==> src/hdl/cancid_pkg.sv <==
`default_nettype none

package cancid_pkg;

   // Stream identifier space
   localparam int STREAM_W    = 6;
   localparam int NUM_STREAMS = 64;

   // Fixed keyword, first character in the top byte
   localparam int          KW_LEN  = 4;
   localparam logic [31:0] KEYWORD = {8'h73, 8'h76, 8'h6e, 8'h3a};

   // Enough bits to count from 0 up to KW_LEN
   localparam int PROGRESS_W = 3;

   // Category count width, wraps on overflow
   localparam int COUNT_W = 16;

   // Automaton state as saved per stream
   typedef struct packed {
      logic [PROGRESS_W-1:0] progress;
   } dfa_state_t;

   // Per-packet control strobes
   typedef struct packed {
      logic                load_state;
      logic                new_stream;
      logic                eop;
      logic [STREAM_W-1:0] stream_id;
   } pkt_ctrl_t;

   // One character per beat
   typedef struct packed {
      logic       char_vld;
      logic [7:0] char;
   } char_beat_t;

   // Write to the per-stream enable table
   typedef struct packed {
      logic                wr;
      logic [STREAM_W-1:0] stream_id;
      logic                enable;
   } cfg_wr_t;

endpackage

`default_nettype wire

==> src/hdl/cancid_top.sv <==
`default_nettype none

module cancid_top
   import cancid_pkg::*;
(
   input  logic               clk,
   input  logic               rst_n,
   input  pkt_ctrl_t          ctrl,
   input  char_beat_t         beat,
   input  cfg_wr_t            cfg,
   output logic [COUNT_W-1:0] count,
   output logic               fired
);

   // Category enable for the stream on ctrl
   logic enable;

   // Per-stream enable bits, written from the configuration port
   stream_enable_table stream_enable_table_i (
      .clk       (clk),
      .rst_n     (rst_n),
      .cfg       (cfg),
      .stream_id (ctrl.stream_id),
      .enable    (enable)
   );

   // Matcher, state store and count for the one category
   category_counter category_counter_i (
      .clk    (clk),
      .rst_n  (rst_n),
      .ctrl   (ctrl),
      .beat   (beat),
      .enable (enable),
      .count  (count),
      .fired  (fired)
   );

endmodule

`default_nettype wire

==> src/hdl/category_counter.sv <==
`default_nettype none

module category_counter
   import cancid_pkg::*;
(
   input  logic               clk,
   input  logic               rst_n,
   input  pkt_ctrl_t          ctrl,
   input  char_beat_t         beat,
   input  logic               enable,
   output logic [COUNT_W-1:0] count,
   output logic               fired
);

   logic               restore_vld;
   dfa_state_t         restore_state;
   dfa_state_t         state_out;
   logic               accept;

   // Speculative hit for the current packet
   logic               fired_q;
   logic [COUNT_W-1:0] count_q;

   always_ff @(posedge clk)
   begin
      if (!rst_n)
      begin
         fired_q <= 1'b0;
         count_q <= '0;
      end
      else
      begin
         // New packet drops the previous flag
         if (ctrl.load_state)
         begin
            fired_q <= 1'b0;
         end

         // End of packet, fold in or discard
         if (ctrl.eop)
         begin
            if (enable)
            begin
               count_q <= count_q + COUNT_W'(fired_q);
            end
            else
            begin
               fired_q <= 1'b0;
            end
         end

         // Keyword hit wins over a clear
         if (accept)
         begin
            fired_q <= 1'b1;
         end
      end
   end

   stream_state_store stream_state_store_i (
      .clk           (clk),
      .rst_n         (rst_n),
      .ctrl          (ctrl),
      .enable        (enable),
      .save_state    (state_out),
      .restore_vld   (restore_vld),
      .restore_state (restore_state)
   );

   keyword_dfa keyword_dfa_i (
      .clk           (clk),
      .rst_n         (rst_n),
      .restore_vld   (restore_vld),
      .restore_state (restore_state),
      .beat          (beat),
      .state_out     (state_out),
      .accept        (accept)
   );

   assign fired = fired_q;
   assign count = count_q;

endmodule

`default_nettype wire

==> src/hdl/keyword_dfa.sv <==
`default_nettype none

module keyword_dfa
   import cancid_pkg::*;
(
   input  logic       clk,
   input  logic       rst_n,
   input  logic       restore_vld,
   input  dfa_state_t restore_state,
   input  char_beat_t beat,
   output dfa_state_t state_out,
   output logic       accept
);

   dfa_state_t            state_q;
   logic                  accept_q;
   logic [PROGRESS_W-1:0] base_progress;
   logic [PROGRESS_W-1:0] next_progress;

   // Keyword character at a given position, position 0 is the first one
   function automatic logic [7:0] kw_char(input logic [PROGRESS_W-1:0] idx);
      kw_char = KEYWORD[(KW_LEN - 1 - idx) * 8 +: 8];
   endfunction

   // Next progress from current progress and the incoming character
   always_comb
   begin
      // A completed match restarts from the empty prefix
      if (state_q.progress == PROGRESS_W'(KW_LEN))
      begin
         base_progress = '0;
      end
      else
      begin
         base_progress = state_q.progress;
      end

      if (beat.char == kw_char(base_progress))
      begin
         next_progress = base_progress + PROGRESS_W'(1);
      end
      // Mismatch, but this character may start a new keyword
      else if (beat.char == kw_char('0))
      begin
         next_progress = PROGRESS_W'(1);
      end
      else
      begin
         next_progress = '0;
      end
   end

   always_ff @(posedge clk)
   begin
      if (!rst_n)
      begin
         state_q  <= '0;
         accept_q <= 1'b0;
      end
      // Restore from the state store has priority over a character
      else if (restore_vld)
      begin
         state_q  <= restore_state;
         accept_q <= 1'b0;
      end
      else if (beat.char_vld)
      begin
         state_q.progress <= next_progress;
         // Single pulse on keyword completion
         accept_q         <= (next_progress == PROGRESS_W'(KW_LEN));
      end
      else
      begin
         accept_q <= 1'b0;
      end
   end

   assign state_out = state_q;
   assign accept    = accept_q;

endmodule

`default_nettype wire

==> src/hdl/stream_enable_table.sv <==
`default_nettype none

module stream_enable_table
   import cancid_pkg::*;
(
   input  logic                clk,
   input  logic                rst_n,
   input  cfg_wr_t             cfg,
   input  logic [STREAM_W-1:0] stream_id,
   output logic                enable
);

   // One category enable bit per stream
   logic [NUM_STREAMS-1:0] enable_q;

   always_ff @(posedge clk)
   begin
      if (!rst_n)
      begin
         // All streams start disabled
         enable_q <= '0;
      end
      else if (cfg.wr)
      begin
         enable_q[cfg.stream_id] <= cfg.enable;
      end
   end

   // Current stream's bit, read without delay
   assign enable = enable_q[stream_id];

endmodule

`default_nettype wire

==> src/hdl/stream_state_store.sv <==
`default_nettype none

module stream_state_store
   import cancid_pkg::*;
(
   input  logic       clk,
   input  logic       rst_n,
   input  pkt_ctrl_t  ctrl,
   input  logic       enable,
   input  dfa_state_t save_state,
   output logic       restore_vld,
   output dfa_state_t restore_state
);

   // One saved automaton state per stream
   dfa_state_t state_mem [NUM_STREAMS];

   logic       restore_vld_q;
   dfa_state_t restore_state_q;

   // Restore strobe, one cycle after packet start
   always_ff @(posedge clk)
   begin
      if (!rst_n)
      begin
         restore_vld_q <= 1'b0;
      end
      else
      begin
         restore_vld_q <= ctrl.load_state;
      end
   end

   // Restore state, zero for a stream without history
   always_ff @(posedge clk)
   begin
      if (ctrl.load_state)
      begin
         if (ctrl.new_stream)
         begin
            restore_state_q <= '0;
         end
         else
         begin
            restore_state_q <= state_mem[ctrl.stream_id];
         end
      end
   end

   // Save at end of packet, only for an enabled stream
   always_ff @(posedge clk)
   begin
      if (ctrl.eop && enable)
      begin
         state_mem[ctrl.stream_id] <= save_state;
      end
   end

   assign restore_vld   = restore_vld_q;
   assign restore_state = restore_state_q;

endmodule

`default_nettype wire

==> config.mk <==
export PLATFORM = sky130hd
export DESIGN_NAME = cancid_top
export DESIGN_NICKNAME = d
export VERILOG_FILES = /design/src/hdl/cancid_pkg.sv /design/src/hdl/cancid_top.sv /design/src/hdl/category_counter.sv /design/src/hdl/keyword_dfa.sv /design/src/hdl/stream_enable_table.sv /design/src/hdl/stream_state_store.sv
export SDC_FILE = /design/constraint.sdc
export NUM_CORES = 1
export LEC_CHECK = 0
export BUFFER_PORTS_ARGS = -buffer_cell sky130_fd_sc_hd__buf_4
export CAP_MARGIN = 5
export CORE_UTILIZATION = 30
export DETAILED_ROUTE_END_ITERATION = 8
export PLACE_DENSITY = 0.56
export SLEW_MARGIN = 10
export SYNTH_ARGS = -nofsm -noshare
export SYNTH_HDL_FRONTEND = slang
export SYNTH_SLANG_ARGS = --single-unit
==> constraint.sdc <==
create_clock -name clk -period 3.9 [get_ports clk]
set_input_delay 0.195 -clock clk [delete_from_list [all_inputs] [get_ports clk]]
set_output_delay 0.195 -clock clk [all_outputs]
set_load 0.02 [all_outputs]
Yosys cells after proc, flatten, opt, wreduce, memory -nomap -nowiden --
Memory sizes are Yosys's and may differ from the RTL's. A register that Yosys moved wholly into a read port is not among the register bits. Index checks and enable logic that the tools add are counted.
Cells by class: $add $sub $neg 3, magnitude comparators 3, eq/ne operators 4, shift-type cells 1, muxes and demuxes 16, bitwise operators 2, reduce and logical (&&, ||, !) cells 5
Operators by type and width (count):
- bitwise mux 64 bit | 1
- indexed part select 32 x 33 -> 8 bit, first input constant | 1
- adder 16 x 1 -> 16 bit | 1
- less-than comparator 6 x 7 -> 1 bit, second input constant | 2
- 2-to-1 mux 3 bit | 4
- 2-to-1 mux 1 bit | 9
- == test 8 x 7 -> 1 bit, second input constant | 1
- == test 8 bit | 1
- binary-select mux 1 bit (select 6 bit) | 1
- demux 1 bit (select 6 bit) | 1
- == test 3 bit, second input constant | 2
- >= comparator 6 x 1 -> 1 bit, second input constant | 1
- subtractor 2 x 3 -> 4 bit, first input constant | 1
- adder 3 x 1 -> 3 bit, second input constant | 1
- OR reduction 3 bit | 1
- logical AND 1 bit | 2
- inverter 1 bit | 2
- AND reduction 2 bit | 1
- nonzero test 2 bit | 1
Storage, ports and cells: flip-flop bits (word level) 86, bits in writable memories 192, input port bits 28, memories 1
Memory list:
- category_counter_i.stream_state_store_i.state_mem | words 64, width 3, rd ports 1, clocked after Yosys merged registers in 1, write ports 1, line stream_state_store.sv:16 | dfa_state_t state_mem [NUM_STREAMS];

Longest topological paths before layout --
Gate-level depths: netlist of run 1.
depth after elaboration 8, gate-level depth with buffers 11, mapped depth without buffers 9

Modules after synthesis --
From an unflattened synthesis of run 1, not the netlist that was laid out.
Unflattened totals: cells, all modules 1050, area total of the unflattened synthesis 12938.7 um^2
Modules (own cells, without submodules):
- stream_state_store | times used 1, cells an instance 505, area each 8106.5 um^2, sequential area each 5875.6 um^2
- stream_enable_table | times used 1, cells an instance 399, area each 3557.2 um^2, sequential area each 1281.2 um^2
- category_counter | times used 1, cells an instance 94, area each 819.5 um^2, sequential area each 340.3 um^2
- keyword_dfa | times used 1, cells an instance 52, area each 455.4 um^2, sequential area each 80.1 um^2

Worst setup path after synthesis of run 1 --
No wires, ideal clock.
kind flip-flop to flip-flop, from register category_counter_i.keyword_dfa_i.state_q, in the netlist category_counter_i.keyword_dfa_i.state_out[0], to register category_counter_i.keyword_dfa_i.state_q, in the netlist category_counter_i.keyword_dfa_i.state_out[0], data arrival time 2852 ps, path slack 978 ps, cell stages (with the launch flop) 11, buffers on the path 1, clock period less this slack 2922 ps, cell sequence dfxtp_1 -> clkbuf_1 -> inv_1 -> ha_1 -> nor2b_1 -> a31oi_1 -> xor2_1 -> nor3_1 -> a211o_1 -> a311o_1 -> a21boi_1
Between the ends: word-level cells in the longest chain between the ends 8, elaborated cells between the ends (all ways) 9, classes of those cells 2 x add/sub; 2 x eq/ne; 1 x shift; 4 x mux
Ends and longest elaborated chain:
- start: declaration | line keyword_dfa.sv:15 | dfa_state_t state_q;
- start signal: assignment | line keyword_dfa.sv:63 | state_q <= restore_state;
- == test 3 bit | line keyword_dfa.sv:29 | if (state_q.progress == PROGRESS_W'(KW_LEN))
- 2-to-1 mux 3 bit (*) | line keyword_dfa.sv:29
- subtractor 2 x 3 -> 4 bit | line keyword_dfa.sv:22 | kw_char = KEYWORD[(KW_LEN - 1 - idx) * 8 +: 8];
- indexed part select 32 x 33 -> 8 bit | line keyword_dfa.sv:22
- == test 8 bit | line keyword_dfa.sv:38 | if (beat.char == kw_char(base_progress))
- 2-to-1 mux 3 bit (*) | line keyword_dfa.sv:38
- 2-to-1 mux 3 bit (*) | line keyword_dfa.sv:66 | else if (beat.char_vld)
- 2-to-1 mux 3 bit (*) | line keyword_dfa.sv:61 | else if (restore_vld)
Mark *: on every way between the ends. The rest lies on a longest branch, timed or not. The select of a mux whose other input is x is not followed. A chain may end at the register's enable or synchronous reset.

Worst setup path after layout of run 1 --
from register category_counter_i.keyword_dfa_i.state_q, in the netlist category_counter_i.keyword_dfa_i.state_out[1], to register category_counter_i.keyword_dfa_i.accept_q (netlist: category_counter_i.keyword_dfa_i.accept)
Between the ends: word-level cells in the longest chain between the ends 7, elaborated cells between the ends (all ways) 8, classes of those cells 2 x add/sub; 3 x eq/ne; 1 x shift; 2 x mux
Ends and longest elaborated chain:
- == test 3 bit | line keyword_dfa.sv:29
- 2-to-1 mux 3 bit (*) | line keyword_dfa.sv:29
- subtractor 2 x 3 -> 4 bit | line keyword_dfa.sv:22
- indexed part select 32 x 33 -> 8 bit | line keyword_dfa.sv:22
- == test 8 bit | line keyword_dfa.sv:38
- 2-to-1 mux 3 bit (*) | line keyword_dfa.sv:38
- == test 3 bit (*) | line keyword_dfa.sv:70 | accept_q <= (next_progress == PROGRESS_W'(KW_LEN));
- end signal: assignment | line keyword_dfa.sv:70
- end: declaration | line keyword_dfa.sv:16 | logic accept_q;
Mark *: on every way between the ends. The rest lies on a longest branch, timed or not.

==> flow_results.xml, run 1 <==
<?xml version="1.0" encoding="UTF-8"?>
<metrics>
  <group name="run_status">
    <metric name="outcome" unit="">finished, final reports clean</metric>
  </group>
  <group name="critical_path">
    <metric name="worst_setup_path_start_kind" unit="">flop</metric>
    <metric name="critical_path.most_common_cell" unit="">nor2b_1</metric>
    <metric name="critical_path_class" unit="">flop to flop</metric>
    <metric name="reg2reg_from" unit="">category_counter_i.keyword_dfa_i.state_out[1]</metric>
    <metric name="r2r_slack" unit="ns">1.29</metric>
    <metric name="crit_path_start" unit="">category_counter_i.keyword_dfa_i.state_out[1]</metric>
    <metric name="timing.critical_path.cells" unit="">inv_1 &gt; ha_1 &gt; nor2b_1 &gt; a31oi_1 &gt; xor2_1 &gt; nor3_1 &gt; nor2b_1 &gt; nand3_1 &gt; nor4b_1</metric>
    <metric name="critical_path.max_stage_delay" unit="ns">0.74</metric>
    <metric name="cp_data_arrival_time" unit="ns">3.07</metric>
    <metric name="critPathMaxFanout" unit="">34</metric>
    <metric name="setup.worst_path.end_class" unit="">flop</metric>
    <metric name="critical-path-slowest-cell" unit="">dfxtp_2</metric>
    <metric name="cp_data_required_time" unit="ns">4.36</metric>
  </group>
  <group name="timing">
    <metric name="min_period" unit="ns">2.607</metric>
    <metric name="finalSetupTns" unit="ns">0</metric>
    <metric name="timing.final.crit_share" unit="">0.6685</metric>
    <metric name="max_clock_freq" unit="GHz">0.3836</metric>
    <metric name="report.final.slew_viol_count" unit="">0</metric>
    <metric name="finalSetupViolCount" unit="">0</metric>
    <metric name="finalHoldViolCount" unit="">0</metric>
    <metric name="timing.max_slew.rel_slack" unit="">0.3122</metric>
    <metric name="rsz_0062_raised_after_global_routing" unit="">false</metric>
    <metric name="layout_setup_ws" unit="ns">1.293</metric>
    <metric name="worst-slew-pin-transition" unit="ns">1.029</metric>
    <metric name="finalClockSkew" unit="ns">0.007867</metric>
  </group>
  <group name="cts">
    <metric name="postCtsSetupBuffers" unit="">0</metric>
    <metric name="clk_pin_slew" unit="ns">0.06</metric>
    <metric name="cts.sink_count" unit="">281</metric>
    <metric name="clock_tree.htree_level_count" unit="">1</metric>
    <metric name="cts_hold_repair.buffers" unit="">2</metric>
    <metric name="clk_latency" unit="ns">0.56</metric>
    <metric name="ctsLongestPathBuffers" unit="">3</metric>
    <metric name="tritoncts" unit="">yes</metric>
    <metric name="cts_made_buffers" unit="">30</metric>
    <metric name="ctsRootBufferMaster" unit="">clkbuf_16</metric>
    <metric name="number_of_cells_upsized_or_downsized_after_cts" unit="">0</metric>
  </group>
  <group name="logic_synthesis">
    <metric name="synthesis.area_per_instance" unit="um2">11.81</metric>
    <metric name="netlist_area" unit="mm2">0.01282</metric>
    <metric name="dominant_cell_by_count_in_the_synthesized_netlist" unit="">edfxtp_1</metric>
    <metric name="netlist.top_cell.by_area" unit="">edfxtp_1</metric>
    <metric name="synth.top_cells.by_count" unit="">edfxtp_1, dfxtp_1, nand3_1</metric>
    <metric name="yosysTopAreaCellShare" unit="">0.4569</metric>
    <metric name="seq_area_frac_synth" unit="">0.5912</metric>
    <metric name="mappedNetlistNets" unit="">1118</metric>
    <metric name="yosys_register_bits" unit="">281</metric>
    <metric name="count_of_distinct_cell_types_in_the_synthesized_netlist" unit="">78</metric>
    <metric name="synth_ff_type" unit="">edfxtp_1</metric>
    <metric name="synthTopCellsByArea" unit="">edfxtp_1, dfxtp_1, a21boi_0, mux2i_1, nand3_1</metric>
    <metric name="yosysWarnings" unit="">0</metric>
    <metric name="synth_enable_flop_cells" unit="">195</metric>
    <metric name="synth-async-reset-ratio" unit="">0</metric>
    <metric name="post_synthesis_instance_total" unit="">1085</metric>
  </group>
  <group name="die">
    <metric name="core_area" unit="mm2">0.04204</metric>
    <metric name="fp-row-count" unit="">75</metric>
    <metric name="die_x" unit="um">208.7</metric>
    <metric name="die_area" unit="mm2">0.04356</metric>
    <metric name="initial_core_util" unit="">0.3049</metric>
    <metric name="io_pins" unit="">45</metric>
    <metric name="die_height" unit="um">208.7</metric>
  </group>
  <group name="detailed_routing">
    <metric name="ant_nets" unit="">0</metric>
    <metric name="vias" unit="">9252</metric>
    <metric name="wl_per_cell" unit="um">22.49</metric>
    <metric name="detail_route.vias_per_cell" unit="">5.520</metric>
    <metric name="dr.pass1.iters" unit="">5</metric>
    <metric name="detail_route.drc_violations" unit="">0</metric>
    <metric name="routed_wl" unit="mm">37.69</metric>
    <metric name="initialDrtViolationCount" unit="">933</metric>
  </group>
  <group name="placed_design">
    <metric name="gp_congestion" unit="">0.8684</metric>
    <metric name="hpwlAfterDp" unit="mm">24.79</metric>
    <metric name="io_buffer_count" unit="">44</metric>
    <metric name="pre_cts_slack" unit="ns">0.7447</metric>
    <metric name="place.detailed.instances" unit="">1618</metric>
    <metric name="dpl_cell_area" unit="mm2">0.01360</metric>
  </group>
  <group name="min_path">
    <metric name="timing.hold.worst.start" unit="">ctrl[7]</metric>
    <metric name="holdCritPathClass" unit="">input port to flop</metric>
  </group>
  <group name="global_routing">
    <metric name="grt_pass1_vias" unit="">8954</metric>
    <metric name="grt_max_degree" unit="">103</metric>
    <metric name="globalRouteOverflowTotal" unit="">0</metric>
    <metric name="grtUsageTotal" unit="">0.1705</metric>
    <metric name="number_of_antenna_violations_at_the_first_check_in_global_routing" unit="">2</metric>
    <metric name="wire_length_of_the_first_global_routing_pass" unit="mm">57.02</metric>
  </group>
  <group name="layout">
    <metric name="final_layout_size_suffix_gt1_frac" unit="">0.1680</metric>
    <metric name="diodes" unit="">0</metric>
    <metric name="num-nets-final" unit="">1146</metric>
    <metric name="post_route_cell_area" unit="mm2">0.01467</metric>
    <metric name="area_delta_synth_final" unit="%">14.44</metric>
    <metric name="num-fill-cells" unit="">4157</metric>
    <metric name="final_cells" unit="">1676</metric>
  </group>
  <group name="power">
    <metric name="p_total" unit="uW">6631</metric>
    <metric name="vdd.ir_drop.worst" unit="mV">0.3138</metric>
    <metric name="power.density_cell_area" unit="mW/mm2">452.1</metric>
    <metric name="power.static_leakage" unit="uW">0.004645</metric>
  </group>
  <group name="job">
    <metric name="cap_viol_max_count" unit="">0</metric>
  </group>
</metrics>
==> cell families after synthesis <==
group                      after synthesis  share of synthesized area
and+or+nand+nor                        340                     0.1335
AOI/OAI and AO/OA                      286                     0.1550
DFF                                    281                     0.5912
buffers and inverters                   87                    0.03690
muxes                                   84                    0.07712
adders and majority gates                5                   0.004881
xor gates and xnor gates                 2                   0.001367
==> critical path, delay by kind of cell (launching register included) <==
family,cells,cell delay [ns]
simple gates,5,1.05
flops,1,0.74
fa+ha+maj,1,0.28
buf+inv,1,0.19
xor+xnor,1,0.18
compound gates,1,0.07
==> routing by layer <==
| layer | part of all wire | routed length [um] | vias to the layer above | GRT usage |
|---|---|---|---|---|
| li1 | - | - | 4204 | - |
| met4 | 0.026 | 978 | 4 | 0.04970 |
| met3 | 0.069 | 2610 | 76 | 0.02540 |
| met2 | 0.48 | 17980 | 360 | 0.2818 |
| met5 | 0.00058 | 22 | - | 0 |
| met1 | 0.43 | 16100 | 4608 | 0.2309 |
==> power breakdown <==
group | total, uW | internal (uW) | switching [uW]
sequential | 3210 | 3190 | 16.2
clock | 2990 | 1790 | 1200
combinational | 434 | 135 | 299
total | 6630 | 5110 | 1520
==> flip-flops by register name, summed over array words and instances (netlist names) <==
signal and flops:
category_counter_i.count 16, category_counter_i.fired 1, stream_enable_table_i.enable_q 64, category_counter_i.stream_state_store_i.state_mem 192
category_counter_i.stream_state_store_i.restore_vld 1, category_counter_i.keyword_dfa_i.accept 1, category_counter_i.stream_state_store_i.restore_state 3, category_counter_i.keyword_dfa_i.state_out 3
==> placed cells by master (no fill, tap or decap), types with 4 or more instances in the layout <==
master,count
and2_1,8
edfxtp_1,195
mux2_2,26
a221o_1,6
a22oi_1,26
dfxtp_1,83
mux4_2,8
o21ai_1,5
inv_1,6
clkinv_2,5
nor4_1,7
a221oi_1,27
o22ai_1,13
nand3_1,82
clkbuf_16,31
a21oi_2,11
nand4_1,9
clkinvlp_4,6
a31oi_1,6
nor3_1,31
mux2i_1,47
o21ai_0,81
bufinv_16,5
nand2_1,71
ha_1,5
nand3b_1,4
o221ai_1,5
buf_4,73
nand2b_1,18
nor2b_1,12
and3_1,5
a21oi_1,16
a21boi_0,67
nor2_1,67
==> cell type report <==
cell class / count / area [um2] / share of cell area
flip-flops and latches: 281 / 7581 / 0.5168
multi-input cells: 717 / 4767 / 0.3250
clock buffers: 33 / 783.3 / 0.05340
well taps: 539 / 674.4 / 0.04598
repair buffers: 75 / 568.0 / 0.03873
clock inverters: 23 / 264.0 / 0.01800
inverters: 8 / 30.03 / 0.002047
==> metrics by stage <==
stage	utilization	hold WS, ns
final	0.3489	0.02892
after global routing	0.3489	0.009989
after CTS	0.3489	0.01843
after detailed placement	0.3235	0.4383
after global placement	0.3235	0.4385
after floorplan	-	0.3075
==> path summary, 6_finish.rpt <==
check	end	cells after the start
worst max register to register	category_counter_i.keyword_dfa_i.accept	9
worst max-delay path	category_counter_i.keyword_dfa_i.accept	9
worst min-delay path	flop	2
worst min register to register	category_counter_i.fired	1
No activity file was read; power rests on OpenSTA's default activity.
==> inputs of run 2 (changes only) <==
--- a/config.mk
+++ b/config.mk
@@ -9,7 +9,7 @@
 export CAP_MARGIN = 5
 export CORE_UTILIZATION = 30
 export DETAILED_ROUTE_END_ITERATION = 8
-export PLACE_DENSITY = 0.56
+export PLACE_DENSITY = 0.57
 export SLEW_MARGIN = 10
 export SYNTH_ARGS = -nofsm -noshare
 export SYNTH_HDL_FRONTEND = slang
==> constraint.sdc (replaced) <==
create_clock -name clk -period 2.25 [get_ports clk]
set_input_delay 0.1125 -clock clk [delete_from_list [all_inputs] [get_ports clk]]
set_output_delay 0.1125 -clock clk [all_outputs]
set_load 0.02 [all_outputs]
==> flow_results.xml, run 2 (synthesized netlist as in run 1, its figures left out) <==
<?xml version="1.0" encoding="UTF-8"?>
<metrics>
  <group name="run_status">
    <metric name="outcome" unit="">finished, final reports clean</metric>
  </group>
  <group name="cts">
    <metric name="cts.sink_count" unit="">281</metric>
    <metric name="postCtsSetupBuffers" unit="">0</metric>
    <metric name="clock_tree.htree_level_count" unit="">1</metric>
    <metric name="tritoncts" unit="">yes</metric>
    <metric name="clk_pin_slew" unit="ns">0.06</metric>
    <metric name="ctsLongestPathBuffers" unit="">3</metric>
    <metric name="clk_latency" unit="ns">0.56</metric>
    <metric name="ctsRootBufferMaster" unit="">clkbuf_16</metric>
    <metric name="cts_made_buffers" unit="">30</metric>
  </group>
  <group name="critical_path">
    <metric name="crit_path_start" unit="">stream_enable_table_i.enable_q[13]</metric>
    <metric name="worst_r2r_path_depth" unit="">9</metric>
    <metric name="critPathMaxFanout" unit="">12</metric>
    <metric name="setup.worst_path.end_class" unit="">flop</metric>
    <metric name="worst_setup_path_start_kind" unit="">flop</metric>
    <metric name="cp_data_required_time" unit="ns">2.57</metric>
    <metric name="cp_data_arrival_time" unit="ns">2.56</metric>
    <metric name="reg2reg_from" unit="">stream_enable_table_i.enable_q[13]</metric>
    <metric name="r2r_slack" unit="ns">0.02</metric>
    <metric name="critical_path_class" unit="">flop to flop</metric>
  </group>
  <group name="detailed_routing">
    <metric name="ant_nets" unit="">0</metric>
    <metric name="initialDrtViolationCount" unit="">874</metric>
    <metric name="detail_route.vias_per_cell" unit="">5.425</metric>
    <metric name="detail_route.drc_violations" unit="">0</metric>
    <metric name="wl_per_cell" unit="um">21.93</metric>
    <metric name="dr.pass1.iters" unit="">6</metric>
    <metric name="vias" unit="">9645</metric>
    <metric name="routed_wl" unit="mm">38.99</metric>
  </group>
  <group name="timing">
    <metric name="min_period" unit="ns">2.233</metric>
    <metric name="finalSetupTns" unit="ns">0</metric>
    <metric name="finalClockSkew" unit="ns">0.009885</metric>
    <metric name="finalHoldViolCount" unit="">0</metric>
    <metric name="finalSetupViolCount" unit="">0</metric>
    <metric name="report.final.slew_viol_count" unit="">0</metric>
    <metric name="rsz_0062_raised_after_global_routing" unit="">true</metric>
    <metric name="timing.max_slew.rel_slack" unit="">0.4036</metric>
    <metric name="max_clock_freq" unit="GHz">0.4479</metric>
    <metric name="worst-slew-pin-transition" unit="ns">0.8878</metric>
    <metric name="timing.final.crit_share" unit="">0.9923</metric>
  </group>
  <group name="layout">
    <metric name="area_delta_synth_final" unit="%">21.51</metric>
    <metric name="highest_count_cells_in_the_layout_ignoring_fill_and_taps" unit="">edfxtp_1, buf_4, nand3_1</metric>
    <metric name="largest-register" unit="">category_counter_i.stream_state_store_i.state_mem</metric>
    <metric name="post-route-util" unit="">0.3705</metric>
    <metric name="largest_register_ffs" unit="">192</metric>
    <metric name="num-nets-final" unit="">1248</metric>
    <metric name="final_cells" unit="">1778</metric>
    <metric name="final_common_cell" unit="">edfxtp_1</metric>
    <metric name="final_layout_size_suffix_gt1_frac" unit="">0.2462</metric>
    <metric name="diodes" unit="">0</metric>
  </group>
  <group name="job">
    <metric name="cap_viol_max_count" unit="">0</metric>
  </group>
  <group name="placed_design">
    <metric name="hpwlAfterDp" unit="mm">26.67</metric>
    <metric name="gp_congestion" unit="">0.9079</metric>
    <metric name="place.detailed.instances" unit="">1719</metric>
    <metric name="io_buffer_count" unit="">44</metric>
  </group>
  <group name="die">
    <metric name="die_area" unit="mm2">0.04356</metric>
    <metric name="die_x" unit="um">208.7</metric>
    <metric name="core_area" unit="mm2">0.04204</metric>
    <metric name="initial_core_util" unit="">0.3049</metric>
    <metric name="die_height" unit="um">208.7</metric>
    <metric name="io_pins" unit="">45</metric>
    <metric name="fp-row-count" unit="">75</metric>
  </group>
  <group name="global_routing">
    <metric name="wire_length_of_the_first_global_routing_pass" unit="mm">59.08</metric>
    <metric name="grtUsageTotal" unit="">0.1769</metric>
    <metric name="number_of_antenna_violations_at_the_first_check_in_global_routing" unit="">0</metric>
    <metric name="grt_pass1_vias" unit="">9584</metric>
    <metric name="grt_max_degree" unit="">65</metric>
    <metric name="globalRouteOverflowTotal" unit="">0</metric>
  </group>
  <group name="power">
    <metric name="power.density_cell_area" unit="mW/mm2">728.6</metric>
    <metric name="vdd.ir_drop.worst" unit="mV">0.4898</metric>
    <metric name="power.static_leakage" unit="uW">0.005166</metric>
  </group>
  <group name="min_path">
    <metric name="holdCritPathClass" unit="">input port to flop</metric>
  </group>
</metrics>
## run 2: power by group
part           leakage [uW]  internal, uW  total (uW)  switching [uW]
combinational       0.00220           332         908             575
sequential          0.00250          5530        5540            10.3
clock              0.000465          2880        4900            2020
total               0.00517          8750       11300            2600
## run 2: stage by stage
stage	total power (uW)	instance area, um2	worst slack (ns)	hold slack, ns
6_report	11350	15570	0.01728	0.02235
2_1_floorplan	6134	12850	-0.1213	0.2250
4_1_cts	11400	15530	-0.01301	0.01654
3_3_place_gp	6525	14450	-0.2590	0.3932
3_5_place_dp	6531	14450	-0.3296	0.3921
5_1_grt	11660	15570	-0.05768	0.03205
## run 2: area by class of cell
type / count / area [um2]
fillers: 4099 / 26470
clock buffers: 40 / 819.5
inverters: 8 / 30.03
multi-input cells: 717 / 4896
flip-flops and latches: 281 / 7590
repair buffers: 177 / 1411
clock inverters: 16 / 153.9
well taps: 539 / 674.4
## run 2: worst min path at each step
stage | to | cells after the start | slack [ns] | start
6_report | category_counter_i.keyword_dfa_i.state_out[0] | 4 | 0.02 | beat[2]
4_1_cts | category_counter_i.keyword_dfa_i.state_out[0] | 4 | 0.02 | beat[2]
2_1_floorplan | flop | 0 | 0.22 | ctrl[8]
3_5_place_dp | flop | 1 | 0.39 | ctrl[8]
5_1_grt | category_counter_i.keyword_dfa_i.state_out[0] | 4 | 0.03 | beat[2]
3_3_place_gp | flop | 1 | 0.39 | ctrl[8]
## run 2: per-layer routing
metal	GRT usage	routed length [um]	up-vias
met5	0	0	-
met4	0.06466	1288	0
met3	0.03246	2878	77
met2	0.2822	18010	398
met1	0.2392	16810	4767
li1	-	-	4403
## run 2: repair_timing
item                       in CTS  in global routing
gates resized for setup        13                 11
hold endpoints to repair       11                  0
pin swaps                       0                  1
hold buffers                    3                  0
setup endpoints to repair      46                 44
## run 2: critical path, stage by stage, from the launching register on
cell and delay, ns:
dfxtp_1 0.32, mux2_4 0.27, a221oi_2 0.20, nor2_1 0.10
o21ai_4 0.18, and4_4 0.25, and2_4 0.28, buf_4 0.17
nor4_1 0.05, buf_4 0.15
